<file path="src/verilog/decode_pkg.sv">
package decode_pkg;

	localparam int m_width = 64;
	localparam int lg_prf_entries = 6;
	localparam int lg_pht_sz = 10;
	localparam int reg_pad = lg_prf_entries - 5; // zero bits above arch reg number

	typedef logic [m_width-1:0] word_t;
	typedef logic [31:0] insn_t;
	typedef logic [lg_prf_entries-1:0] preg_t;
	typedef logic [lg_pht_sz-1:0] pht_idx_t;
	typedef logic [6:0] opcode_t;
	typedef logic [11:0] csr_t;

	// major opcodes
	localparam opcode_t opc_load = 7'h03;
	localparam opcode_t opc_fence = 7'h0f;
	localparam opcode_t opc_imm = 7'h13;
	localparam opcode_t opc_auipc = 7'h17;
	localparam opcode_t opc_imm32 = 7'h1b;
	localparam opcode_t opc_store = 7'h23;
	localparam opcode_t opc_reg = 7'h33;
	localparam opcode_t opc_lui = 7'h37;
	localparam opcode_t opc_reg32 = 7'h3b;
	localparam opcode_t opc_branch = 7'h63;
	localparam opcode_t opc_jalr = 7'h67;
	localparam opcode_t opc_jal = 7'h6f;
	localparam opcode_t opc_system = 7'h73;

	// counter csr numbers
	localparam csr_t csr_cycle = 12'hc00;
	localparam csr_t csr_instret = 12'hc02;
	localparam csr_t csr_branch = 12'hc03;
	localparam csr_t csr_faultedbranch = 12'hc04; // rv32 only
	localparam csr_t csr_cycleh = 12'hc80;
	localparam csr_t csr_instreth = 12'hc82;

	typedef enum logic [6:0] {
		II,
		NOP,
		LB, LH, LW, LD, LBU, LHU,
		SB, SH, SW, SD,
		ADDI, SLLI, SLTI, SLTIU, XORI, SRLI, SRAI, ORI, ANDI,
		ADDIW, SLLIW, SRAIW,
		ADDU, SUBU, SLL, SLT, SLTU, XOR, SRL, SRA, OR, AND,
		MUL, MULH, MULHU, DIV, DIVU, REM, REMU,
		ADDW,
		LUI, AUIPC,
		BEQ, BNE, BLT, BGE, BLTU, BGEU,
		J, JAL, JR, JALR, RET,
		BREAK, MONITOR,
		RDCYCLE, RDCYCLEH, RDINSTRET, RDINSTRETH, RDBRANCH, RDFAULTEDBRANCH
	} op_t;

	typedef struct packed {
		insn_t insn;
		word_t pc;
		logic pred; // predicted taken
		pht_idx_t pht_idx;
		word_t pred_target;
	} fetch_bundle_t;

	typedef struct packed {
		op_t op;
		preg_t src_a;
		preg_t src_b;
		preg_t dst;
		logic src_a_valid;
		logic src_b_valid;
		logic dst_valid;
		word_t imm; // decoded or pc-relative
		word_t pred_target;
		word_t pc;
		pht_idx_t pht_idx;
		logic br_pred;
		logic is_br;
		logic is_mem;
		logic is_store;
		logic is_int;
		logic is_cheap_int;
		logic serializing;
		logic must_restart;
	} uop_t;

endpackage

</file>
<file path="src/verilog/decode_riscv.sv">
`timescale 1ns/1ps

module decode_riscv(
	input logic mode64,
	input decode_pkg::fetch_bundle_t fetch,
	output decode_pkg::uop_t uop
);
	import decode_pkg::*;

	insn_t insn;
	opcode_t opcode;
	logic [2:0] funct3;
	logic [6:0] funct7;
	preg_t rd;
	preg_t rs1;
	preg_t rs2;
	word_t i_imm;
	word_t s_imm;
	word_t u_imm;
	word_t pc_rel;
	op_t base_op;
	op_t cnt_op;
	logic rs1_is_link;
	logic reg_form;

	assign insn = fetch.insn;
	assign opcode = insn[6:0];
	assign funct3 = insn[14:12];
	assign funct7 = insn[31:25];
	assign rd = {{reg_pad{1'b0}}, insn[11:7]};
	assign rs1 = {{reg_pad{1'b0}}, insn[19:15]};
	assign rs2 = {{reg_pad{1'b0}}, insn[24:20]};
	assign i_imm = {{(m_width-12){insn[31]}}, insn[31:20]};
	assign s_imm = {{(m_width-12){insn[31]}}, insn[31:25], insn[11:7]};
	assign u_imm = {{(m_width-32){insn[31]}}, insn[31:12], 12'd0};
	assign rs1_is_link = (rs1 == 'd1) || (rs1 == 'd5); // ra or t0
	assign reg_form = (opcode == opc_reg) || (opcode == opc_reg32);

	pc_imm_calc pc_imm_calc_inst (
		.insn(insn),
		.pc(fetch.pc),
		.mode64(mode64),
		.target(pc_rel)
	);

	// op selection by funct fields
	always_comb
	begin
		base_op = II;
		case (opcode)
			opc_load:
			begin
				case (funct3)
					3'd0: base_op = LB;
					3'd1: base_op = LH;
					3'd2: base_op = LW;
					3'd3: base_op = LD;
					3'd4: base_op = LBU;
					3'd5: base_op = LHU;
					default: base_op = II;
				endcase
			end
			opc_store:
			begin
				case (funct3)
					3'd0: base_op = SB;
					3'd1: base_op = SH;
					3'd2: base_op = SW;
					3'd3: base_op = SD;
					default: base_op = II;
				endcase
			end
			opc_imm:
			begin
				case (funct3)
					3'd0: base_op = ADDI;
					3'd1: base_op = SLLI;
					3'd2: base_op = SLTI;
					3'd3: base_op = SLTIU;
					3'd4: base_op = XORI;
					3'd5:
					begin
						if (funct7 == 7'h00)
							base_op = SRLI;
						else if (funct7 == 7'h20)
							base_op = SRAI;
					end
					3'd6: base_op = ORI;
					3'd7: base_op = ANDI;
				endcase
			end
			opc_imm32:
			begin
				case (funct3)
					3'd0: base_op = ADDIW;
					3'd1: base_op = SLLIW;
					3'd5: base_op = SRAIW;
					default: base_op = II;
				endcase
			end
			opc_reg:
			begin
				case ({funct7, funct3})
					{7'h00, 3'd0}: base_op = ADDU;
					{7'h20, 3'd0}: base_op = SUBU;
					{7'h00, 3'd1}: base_op = SLL;
					{7'h00, 3'd2}: base_op = SLT;
					{7'h00, 3'd3}: base_op = SLTU;
					{7'h00, 3'd4}: base_op = XOR;
					{7'h00, 3'd5}: base_op = SRL;
					{7'h20, 3'd5}: base_op = SRA;
					{7'h00, 3'd6}: base_op = OR;
					{7'h00, 3'd7}: base_op = AND;
					{7'h01, 3'd0}: base_op = MUL;
					{7'h01, 3'd1}: base_op = MULH;
					{7'h01, 3'd3}: base_op = MULHU;
					{7'h01, 3'd4}: base_op = DIV;
					{7'h01, 3'd5}: base_op = DIVU;
					{7'h01, 3'd6}: base_op = REM;
					{7'h01, 3'd7}: base_op = REMU;
					default: base_op = II;
				endcase
			end
			opc_reg32:
			begin
				if (funct3 == 3'd0 && funct7 == 7'h00)
					base_op = ADDW;
			end
			opc_branch:
			begin
				case (funct3)
					3'd0: base_op = BEQ;
					3'd1: base_op = BNE;
					3'd4: base_op = BLT;
					3'd5: base_op = BGE;
					3'd6: base_op = BLTU;
					3'd7: base_op = BGEU;
					default: base_op = II;
				endcase
			end
			default: base_op = II;
		endcase
	end

	always_comb
	begin
		case (insn[31:20])
			csr_cycle: cnt_op = RDCYCLE;
			csr_instret: cnt_op = RDINSTRET;
			csr_branch: cnt_op = RDBRANCH;
			csr_cycleh: cnt_op = mode64 ? II : RDCYCLEH; // rv32 only
			csr_instreth: cnt_op = mode64 ? II : RDINSTRETH;
			csr_faultedbranch: cnt_op = mode64 ? II : RDFAULTEDBRANCH;
			default: cnt_op = NOP; // other csrs ignored
		endcase
	end

	always_comb
	begin
		uop = '0;
		uop.op = II;
		uop.pc = fetch.pc;
		uop.pht_idx = fetch.pht_idx;
		case (opcode)
			opc_load:
			begin
				uop.op = base_op;
				uop.src_a = rs1;
				uop.src_a_valid = 1'b1;
				uop.dst = rd;
				uop.dst_valid = (rd != '0);
				uop.imm = i_imm;
				uop.is_mem = 1'b1;
			end
			opc_store:
			begin
				uop.op = base_op;
				uop.src_a = rs1;
				uop.src_a_valid = 1'b1;
				uop.src_b = rs2;
				uop.src_b_valid = 1'b1;
				uop.imm = s_imm;
				uop.is_mem = 1'b1;
				uop.is_store = 1'b1;
			end
			opc_fence: uop.op = NOP;
			opc_imm, opc_imm32, opc_reg, opc_reg32:
			begin
				uop.op = (base_op != II && rd == '0) ? NOP : base_op;
				uop.src_a = rs1;
				uop.src_a_valid = reg_form || (rd != '0);
				uop.src_b = reg_form ? rs2 : '0;
				uop.src_b_valid = reg_form;
				uop.dst = rd;
				uop.dst_valid = (rd != '0);
				uop.imm = reg_form ? '0 : i_imm;
				uop.is_int = 1'b1;
				uop.is_cheap_int = (base_op != II) && !(reg_form && funct7 == 7'h01); // not mul/div
			end
			opc_lui, opc_auipc:
			begin
				uop.op = (rd == '0) ? NOP : ((opcode == opc_lui) ? LUI : AUIPC);
				uop.dst = rd;
				uop.dst_valid = (rd != '0);
				uop.imm = (opcode == opc_lui) ? u_imm : pc_rel;
				uop.is_int = 1'b1;
				uop.is_cheap_int = 1'b1;
			end
			opc_branch:
			begin
				uop.op = base_op;
				uop.src_a = rs1;
				uop.src_a_valid = 1'b1;
				uop.src_b = rs2;
				uop.src_b_valid = 1'b1;
				uop.imm = pc_rel;
				uop.br_pred = fetch.pred;
				uop.is_br = 1'b1;
				uop.is_int = 1'b1;
				uop.is_cheap_int = 1'b1;
			end
			opc_jalr:
			begin
				uop.op = (rd != '0) ? JALR : (rs1_is_link ? RET : JR);
				uop.src_a = rs1;
				uop.src_a_valid = 1'b1;
				uop.dst = rd;
				uop.dst_valid = (rd != '0);
				uop.imm = i_imm;
				uop.pred_target = fetch.pred_target; // target comes from the predictor
				uop.br_pred = 1'b1;
				uop.is_br = 1'b1;
				uop.is_int = 1'b1;
				uop.is_cheap_int = 1'b1;
			end
			opc_jal:
			begin
				uop.op = (rd == '0) ? J : JAL;
				uop.dst = rd;
				uop.dst_valid = (rd != '0);
				uop.imm = pc_rel;
				uop.br_pred = 1'b1;
				uop.is_br = 1'b1;
				uop.is_int = 1'b1;
				uop.is_cheap_int = (rd != '0); // plain j stays off the cheap path
			end
			opc_system:
			begin
				uop.op = NOP;
				uop.is_int = 1'b1;
				if (insn[31:7] == '0)
				begin
					uop.op = BREAK;
					uop.serializing = 1'b1;
				end
				else if (insn[31:20] == 12'd1 && insn[19:7] == '0)
				begin
					uop.op = MONITOR;
					uop.serializing = 1'b1;
					uop.must_restart = 1'b1;
				end
				else if (funct3 == 3'd2 && cnt_op == II)
				begin
					uop.op = II;
				end
				else if (funct3 == 3'd2 && cnt_op != NOP)
				begin
					uop.op = (rd == '0) ? NOP : cnt_op;
					uop.dst = rd;
					uop.dst_valid = (rd != '0);
					uop.serializing = 1'b1;
				end
			end
			default: uop.op = II;
		endcase
	end

endmodule

</file>
<file path="src/verilog/decode_top.sv">
`timescale 1ns/1ps

module decode_top(
	input logic clk,
	input logic reset,
	input logic mode64,
	input logic flush,
	input logic fetch_valid,
	input decode_pkg::fetch_bundle_t fetch,
	output logic uop_valid,
	output decode_pkg::uop_t uop
);
	import decode_pkg::*;

	fetch_bundle_t dec_in;
	logic dec_valid;
	uop_t dec_uop;

	fetch_latch fetch_latch_inst (
		.clk(clk),
		.reset(reset),
		.flush(flush),
		.fetch_valid(fetch_valid),
		.fetch(fetch),
		.dec_valid(dec_valid),
		.dec_in(dec_in)
	);

	decode_riscv decode_riscv_inst (
		.mode64(mode64),
		.fetch(dec_in),
		.uop(dec_uop)
	);

	uop_out_reg uop_out_reg_inst (
		.clk(clk),
		.reset(reset),
		.flush(flush),
		.dec_valid(dec_valid),
		.dec_uop(dec_uop),
		.uop_valid(uop_valid),
		.uop(uop)
	);

endmodule

</file>
<file path="src/verilog/fetch_latch.sv">
`timescale 1ns/1ps

module fetch_latch(
	input logic clk,
	input logic reset,
	input logic flush,
	input logic fetch_valid,
	input decode_pkg::fetch_bundle_t fetch,
	output logic dec_valid,
	output decode_pkg::fetch_bundle_t dec_in
);

	always_ff @(posedge clk)
	begin
		if (reset || flush)
		begin
			dec_valid <= 1'b0; // flush drops the latched insn
		end
		else
		begin
			dec_valid <= fetch_valid;
		end
	end

	// bundle only moves on a fetch strobe
	always_ff @(posedge clk)
	begin
		if (fetch_valid)
		begin
			dec_in <= fetch;
		end
	end

endmodule

</file>
<file path="src/verilog/pc_imm_calc.sv">
`timescale 1ns/1ps

module pc_imm_calc(
	input decode_pkg::insn_t insn,
	input decode_pkg::word_t pc,
	input logic mode64,
	output decode_pkg::word_t target
);
	import decode_pkg::*;

	word_t offset;
	word_t sum;

	always_comb
	begin
		case (opcode_t'(insn[6:0]))
			opc_auipc:
				offset = {{(m_width-32){insn[31]}}, insn[31:12], 12'd0};
			opc_branch:
				offset = {{(m_width-13){insn[31]}}, insn[31], insn[7], insn[30:25],
					insn[11:8], 1'b0};
			opc_jal:
				offset = {{(m_width-21){insn[31]}}, insn[31], insn[19:12], insn[20],
					insn[30:21], 1'b0};
			default:
				offset = '0;
		endcase
	end

	assign sum = pc + offset;

	// rv32 keeps the sum as a sign-extended word
	assign target = mode64 ? sum : {{(m_width-32){sum[31]}}, sum[31:0]};

endmodule

</file>
<file path="src/verilog/uop_out_reg.sv">
`timescale 1ns/1ps

module uop_out_reg(
	input logic clk,
	input logic reset,
	input logic flush,
	input logic dec_valid,
	input decode_pkg::uop_t dec_uop,
	output logic uop_valid,
	output decode_pkg::uop_t uop
);

	// rename always accepts, so no stall path here
	always_ff @(posedge clk)
	begin
		if (reset || flush)
		begin
			uop_valid <= 1'b0;
		end
		else
		begin
			uop_valid <= dec_valid;
		end
	end

	always_ff @(posedge clk)
	begin
		if (dec_valid)
		begin
			uop <= dec_uop; // held until the next decoded insn
		end
	end

endmodule
</file>
<file path="config.mk">
export PLATFORM = sky130hd
export DESIGN_NAME = decode_top
export DESIGN_NICKNAME = d
export VERILOG_FILES = /design/src/verilog/decode_pkg.sv /design/src/verilog/decode_riscv.sv /design/src/verilog/decode_top.sv /design/src/verilog/fetch_latch.sv /design/src/verilog/pc_imm_calc.sv /design/src/verilog/uop_out_reg.sv
export SDC_FILE = /design/constraint.sdc
export NUM_CORES = 1
export LEC_CHECK = 0
export BUFFER_PORTS_ARGS = -buffer_cell sky130_fd_sc_hd__buf_4
export CAP_MARGIN = 20
export CORE_MARGIN = 2
export CORE_UTILIZATION = 50
export DETAILED_ROUTE_END_ITERATION = 7
export PLACE_DENSITY = 0.75
export RECOVER_POWER = 25
export SLEW_MARGIN = 20
export SYNTH_ARGS = -nofsm -noshare
export SYNTH_HDL_FRONTEND = slang
export SYNTH_SLANG_ARGS = --single-unit
</file>
<file path="constraint.sdc">
create_clock -name clk -period 7.85 [get_ports clk]
set_input_delay 0.785 -clock clk [delete_from_list [all_inputs] [get_ports clk]]
set_output_delay 0.785 -clock clk [all_outputs]
set_load 0.1 [all_outputs]
</file>
==> impl_metrics.tcl, run 1 <==
set metrics [dict create \
    core_area_sq_mm 0.0374 \
    place_congestion 0.945 \
    cp.required_ns 8.03 \
    cts_hold_buf 0 \
    drv_cap 2 \
    grt_max_degree 99 \
    grt_pass1_vias 13054 \
    yosys.area_share.simple_pct 11.6 \
    synth_area_sq_mm 0.0189 \
    synth_area_leaders "edfxtp_1 (64%), ha_1 (4.5%), a21oi_1 (3.5%), and2_1 (3.2%), a21o_1 (2.4%)" \
    power.internal_mw 3.83 \
    rsz0062_at_grt "false" \
    routed.top_layer "met5" \
    avgSynthCellArea_sq_um 12.9 \
    synth.most_common_cell "edfxtp_1" \
    antenna_found_initial 2 \
    num_vias 13622 \
    area_growth_pct 25.2 \
    cts_setup_buffers 0 \
    synth-xor-area-share_pct 2.69 \
    pwr-share-comb_pct 16.6 \
    hp-class "input pin to register" \
    final_layout_size_suffix_gt1_share_pct 26.9 \
    yosys.area.top_type_share_pct 64.4 \
    dp_worst_setup_slack_ns 1.73 \
    fin_util_pct 63.2 \
    clkTransAtPathRegs_ns 0.06 \
    tns_ns 0 \
    power.density_mw_per_mm2 229 \
    drc_errors 0 \
    die_x_um 198 \
    ys_seq_area_share_pct 64.6 \
    worst_pin_slew_ns 5.76 \
    power_switching_mw 1.59 \
    cts_max_level 2 \
    clock_latency_ns 0.57 \
    drt_pre_antenna_iters 6 \
    cts_tree "built" \
    min_from "flush" \
    cts_sinks 407 \
    synth_compound_area_share_pct 13.8 \
    fin_ws_ns 2.00 \
    cts_resized 0 \
    finalCritPeriodShare_pct 74.5 \
    rr_endpoint "uop_out_reg_inst.uop[203]" \
    avgRoutedWirePerCell_um 21.3 \
    finalCriticalPeriod_ns 5.85 \
    vias_per_cell 5.68 \
    yosysWarnings 0 \
    cpMaxStageDelayCell "clkbuf_1" \
    holdPathEnd "fetch_latch_inst.dec_valid" \
    synthCells 1466 \
    root_buffer "clkbuf_16" \
    cp_data_arrival_time_ns 6.03 \
    setup-violations-final 0 \
    die_area_sq_mm 0.0393 \
    hold_viol_final 0 \
    dr_wl_met3_um 4330 \
    cpPeakStageDelay_ns 3.95 \
    rr_startpoint "fetch_latch_inst.dec_in[143]" \
    met2WireLength_um 23800 \
    reg2reg_depth 19 \
    wl_um 51200 \
    swShare_pct 29.3 \
    maxSlewHeadroom_pct -284 \
    fp.dieH_um 198 \
    io_pins 415 \
    yosys.area_share.adder_pct 4.61 \
    met1Wirelength_um 21400 \
    nNetsFinal 2099 \
    synth_edf_count 405 \
    path_max_fanout 98 \
    place_hpwl_um 37500 \
    path_cells "clkbuf_1, buf_4" \
    portBuffers 410 \
    p_leak_nw 9.26 \
    vdd_drop_max_uv 218 \
    synth_top_family_by_area "compound AO/OA/AOI/OAI gates" \
    status "complete, but fails checks" \
    synth_commonest_cells "edfxtp_1 (405), a21oi_1 (131), and2_1 (98)" \
    clockBufferDepth 3 \
    synth-main-ff-cell "edfxtp_1" \
    clkPwrFrac_pct 34.9 \
    synth-seq-cells 407 \
    synth_top_cell_by_area "edfxtp_1" \
    hold_depth 2 \
    path_buf_inv 2 \
    synthArstFlopShare_pct 0 \
    initial_core_util_pct 50.5 \
    overflow 0 \
    fin_skew_ns 0.0141 \
    yosysUniqueCellTypes 85 \
    synth.area.mux_share_pct 0.113 \
    power_mw 5.42 \
    worstSetupPathType "input pin to register" \
    numCtsBuffers 43 \
    fmax_ghz 0.171 \
    antenna_left 0 \
    rrSetupSlack_ns 2.15 \
    grt.total_usage_pct 25.7 \
    drt_iter0_markers 1065 \
    grt_first_pass_wirelength_um 76100 \
    critPathLaunchType "input pin" \
    violations "max-capacitance violations, max-slew violations" \
    drv_slew 159 \
    num_rows 71 \
    cp-end-kind "register" \
    power_frac_seq_pct 48.5 \
    crit_family "buffers and inverters" \
]
[logic make-up after synthesis]
| kind of cell | Yosys count |
|---|---|
| simple gates | 415 |
| flops | 407 |
| compound gates | 402 |
| buf+inv | 112 |
| fa+ha+maj | 69 |
| xor+xnor | 58 |
| mux | 2 |
| other cells | 1 |
[worst reg2reg max path, cell delays in order, from the launching register on]
cell	delay [ns]
edfxtp_1	0.65
nor2b_2	0.36
and2_1	0.26
nand2_1	0.07
o21ai_1	0.13
o211a_1	0.55
nand2_1	0.17
inv_1	0.59
buf_4	0.35
ha_1	0.33
a21oi_1	0.29
o211a_1	0.20
o21ai_0	0.09
a21oi_1	0.19
nor3_1	0.08
a211o_1	0.32
a211oi_2	0.38
o21ai_1	0.15
xnor2_1	0.17
a21oi_1	0.08
[sequential cells by signal, summed over array words and instances, names as in the netlist]
signal	count
uop_out_reg_inst.uop	234
uop_out_reg_inst.uop_valid	1
fetch_latch_inst.dec_valid	1
fetch_latch_inst.dec_in	171
[worst max path at each step]
stage                                             from                     endpoint  slack (ns)  depth (start not counted)
after floorplan             fetch_latch_inst.dec_valid      uop_out_reg_inst.uop[0]        1.82                          0
after global placement    fetch_latch_inst.dec_in[144]    uop_out_reg_inst.uop[204]        1.95                         17
after detailed placement  fetch_latch_inst.dec_in[144]    uop_out_reg_inst.uop[204]        1.73                         17
after CTS                 fetch_latch_inst.dec_in[144]    uop_out_reg_inst.uop[204]        1.70                         17
after global routing                       fetch_valid  fetch_latch_inst.dec_in[41]        1.40                          2
final                                      fetch_valid  fetch_latch_inst.dec_in[91]        2.00                          2
[layout make-up]
cell class | instances | area (sq um)
clock buffers | 52 | 1130
multi-input cells | 950 | 6220
inverters | 27 | 101
diodes | 1 | 2.50
fillers | 2837 | 13800
flip-flops and latches | 407 | 12200
well taps | 511 | 639
clock inverters | 25 | 173
repair buffers | 425 | 3170
[per-stage QoR]
stage | hold WS (ns) | cell area [sq um] | std cells
4_1_cts | 0.345 | 23700 | 2397
6_report | 0.388 | 23600 | 2398
2_1_floorplan | 0.400 | 18900 | 1469
3_5_place_dp | 0.405 | 22400 | 2320
3_3_place_gp | 0.401 | 22400 | 2320
5_1_grt | 0.369 | 23600 | 2398
[layout by cell type (no fill, tap or decap), drive strengths merged, types with 26 or more instances in the layout]
cell and instances:
a21o 61, a21oi 133, and2 100, buf 253, clkbuf 224, edfxtp 405
ha 68, inv 30, nand2 96, nand3 26, nor2 68, o21ai 76
xnor2 33
[layer usage]
metal / vias to the layer above / GRT usage, %
met2: 632 / 40.5
met1: 6557 / 34.8
li1: 6337 / -
met3: 94 / 6.11
met4: 2 / 9.77
met5: - / 0
[power groups by stage]
stage          Sequential [mW]  Clock, mW  Combinational (mW)
3_3_place_gp              2.67          0               0.896
5_1_grt                   2.64       2.01               0.945
3_5_place_dp              2.67          0               0.899
6_report                  2.63       1.89               0.900
4_1_cts                   2.63       1.94               0.902
2_1_floorplan             3.04          0               0.255
Note: power is estimated with default switching activity, not from simulation.
==> inputs of run 2 (changes only) <==
PLACE_DENSITY = 0.78   (was 0.75)
clock period = 4.89 ns   (was 7.85 ns; I/O delays follow)
==> impl_metrics.tcl, run 2 (synthesis gave the netlist of run 1 again) <==
set metrics [dict create \
    clockBufferDepth 3 \
    wl_um 52600 \
    rrSetupSlack_ns 0.23 \
    layout_commonest_cell "edfxtp_1" \
    antenna_found_initial 0 \
    largest_reg_flops 234 \
    num_vias 13742 \
    place_congestion 0.997 \
    design_area_sq_mm 0.0240 \
    critPathLaunchType "register" \
    path_max_fanout 9 \
    core_area_sq_mm 0.0374 \
    grt.total_usage_pct 26.5 \
    die_area_sq_mm 0.0393 \
    top_register "uop_out_reg_inst.uop" \
    hold_viol_final 0 \
    placed_area_sq_mm 0.0226 \
    place_hpwl_um 38900 \
    vias_per_cell 5.65 \
    drv_cap 1 \
    area_growth_pct 27.3 \
    cts_tree "built" \
    p_leak_nw 9.46 \
    worst_pin_slew_ns 2.37 \
    clkTransAtPathRegs_ns 0.06 \
    avgRoutedWirePerCell_um 21.6 \
    drv_slew 87 \
    final_layout_size_suffix_gt1_share_pct 28.4 \
    fin_ws_ns 0.233 \
    fillers 2866 \
    io_pins 415 \
    cts_max_level 2 \
    finalCritPeriodShare_pct 95.2 \
    nNetsFinal 2131 \
    fin_skew_ns 0.0139 \
    violations "max-capacitance violations, max-slew violations" \
    dp_worst_setup_slack_ns 0.0706 \
    drc_errors 0 \
    reg_top3 "uop_out_reg_inst.uop (234), fetch_latch_inst.dec_in (171)" \
    cts_sinks 407 \
    worstSetupPathType "register to register" \
    layout_common_cells "edfxtp_1 (405), buf_4 (279), clkbuf_4 (164)" \
    clock_latency_ns 0.57 \
    overflow 0 \
    grt_first_pass_wirelength_um 78400 \
    fmax_ghz 0.215 \
    drt_iter0_markers 1311 \
    grt_max_degree 100 \
    setup-violations-final 0 \
    die_x_um 198 \
    grt_pass1_vias 13434 \
    cp-end-kind "register" \
    hp-class "input pin to register" \
    initial_core_util_pct 50.5 \
    cp.required_ns 5.16 \
    cp_data_arrival_time_ns 4.93 \
    finalCriticalPeriod_ns 4.66 \
    portBuffers 410 \
    power.density_mw_per_mm2 369 \
    root_buffer "clkbuf_16" \
    numCtsBuffers 44 \
    drt_pre_antenna_iters 5 \
    status "complete, but fails checks" \
    num_rows 71 \
    antenna_left 0 \
    cts_hold_buf 0 \
    cts_setup_buffers 0 \
    fp.dieH_um 198 \
    maxSlewHeadroom_pct -58.2 \
    vdd_drop_max_uv 402 \
]
[run 2: cell types whose count changed in the layout (fill, tap and decap cells not counted), moves of 2 or more]
cell       previous run  this run
a21oi_2               2         5
clkbuf_8              0         2
clkbuf_1             13        15
clkinv_1              8        10
clkinv_2             10         5
buf_12                0         5
a21oi_1             131       128
buf_4               253       279
clkbuf_4            167       164
clkbuf_16            44        46
[run 2: path summary, 6_finish.rpt]
path                                     start                         end  cells past startpoint
setup / recovery  fetch_latch_inst.dec_in[143]   uop_out_reg_inst.uop[209]                     17
hold / removal                           reset  fetch_latch_inst.dec_valid                      2
setup reg to reg  fetch_latch_inst.dec_in[143]   uop_out_reg_inst.uop[209]                     17
hold reg to reg    fetch_latch_inst.dec_in[71]    uop_out_reg_inst.uop[15]                      0
[run 2: stage by stage]
step                      util, %   TNS, ns  power (mW)  cells  hold WS, ns
after global routing         64.3  -0.00100        9.16   2430       0.0721
after detailed placement     60.6         0        5.76   2351        0.405
after global placement       60.6         0        5.75   2351        0.401
after CTS                    64.3         0        8.95   2430       0.0617
final                        64.3         0        8.87   2431       0.0944
after floorplan                 -         0        5.28   1469        0.400
[run 2: repair_timing]
| action | 4_1_cts | 5_1_grt |
|---|---|---|
| endpoints found under the hold margin | 0 | 0 |
| setup endpoints to repair | 0 | 30 |
| resized for setup | 0 | 11 |
[run 2: area by class of cell]
type | instances | area [sq um] | share of cell area, %
sequential | 407 | 12200 | 50.8
multi-input combinational | 950 | 6250 | 26.0
timing repair buffer | 456 | 3460 | 14.4
clock buffer | 56 | 1210 | 5.03
tap | 511 | 639 | 2.66
clock inverter | 23 | 181 | 0.755
inverter | 27 | 101 | 0.422
antenna | 1 | 2.50 | 0.0104
[run 2: power by group]
group,switching [mW],leakage (nW),internal [mW]
sequential,0.124,3.61,4.08
combinational,1.11,5.17,0.387
clock,1.32,0.678,1.85
[run 2: critical path, stage by stage, from the launching register on]
cell and delay (ns):
edfxtp_1 0.51, or2_2 0.36, nor3_2 0.23, buf_4 0.21, a22o_1 0.16, ha_1 0.19
inv_1 0.07, fa_1 0.41, and2b_1 0.27, o2111ai_2 0.20, a2111o_1 0.51, nand3_1 0.14
a21oi_2 0.11, o2111ai_2 0.30, nand3_2 0.19, a211oi_1 0.29, a41o_1 0.12, a211oi_1 0.07
[run 2: metal layers]
metal / up-vias / GRT usage, % / part of all wire, %
met5: - / 0 / 0
met4: 0 / 9.77 / 3.4
met3: 98 / 6.15 / 8.7
met2: 620 / 42.1 / 47
met1: 6631 / 35.5 / 41
li1: 6393 / - / -
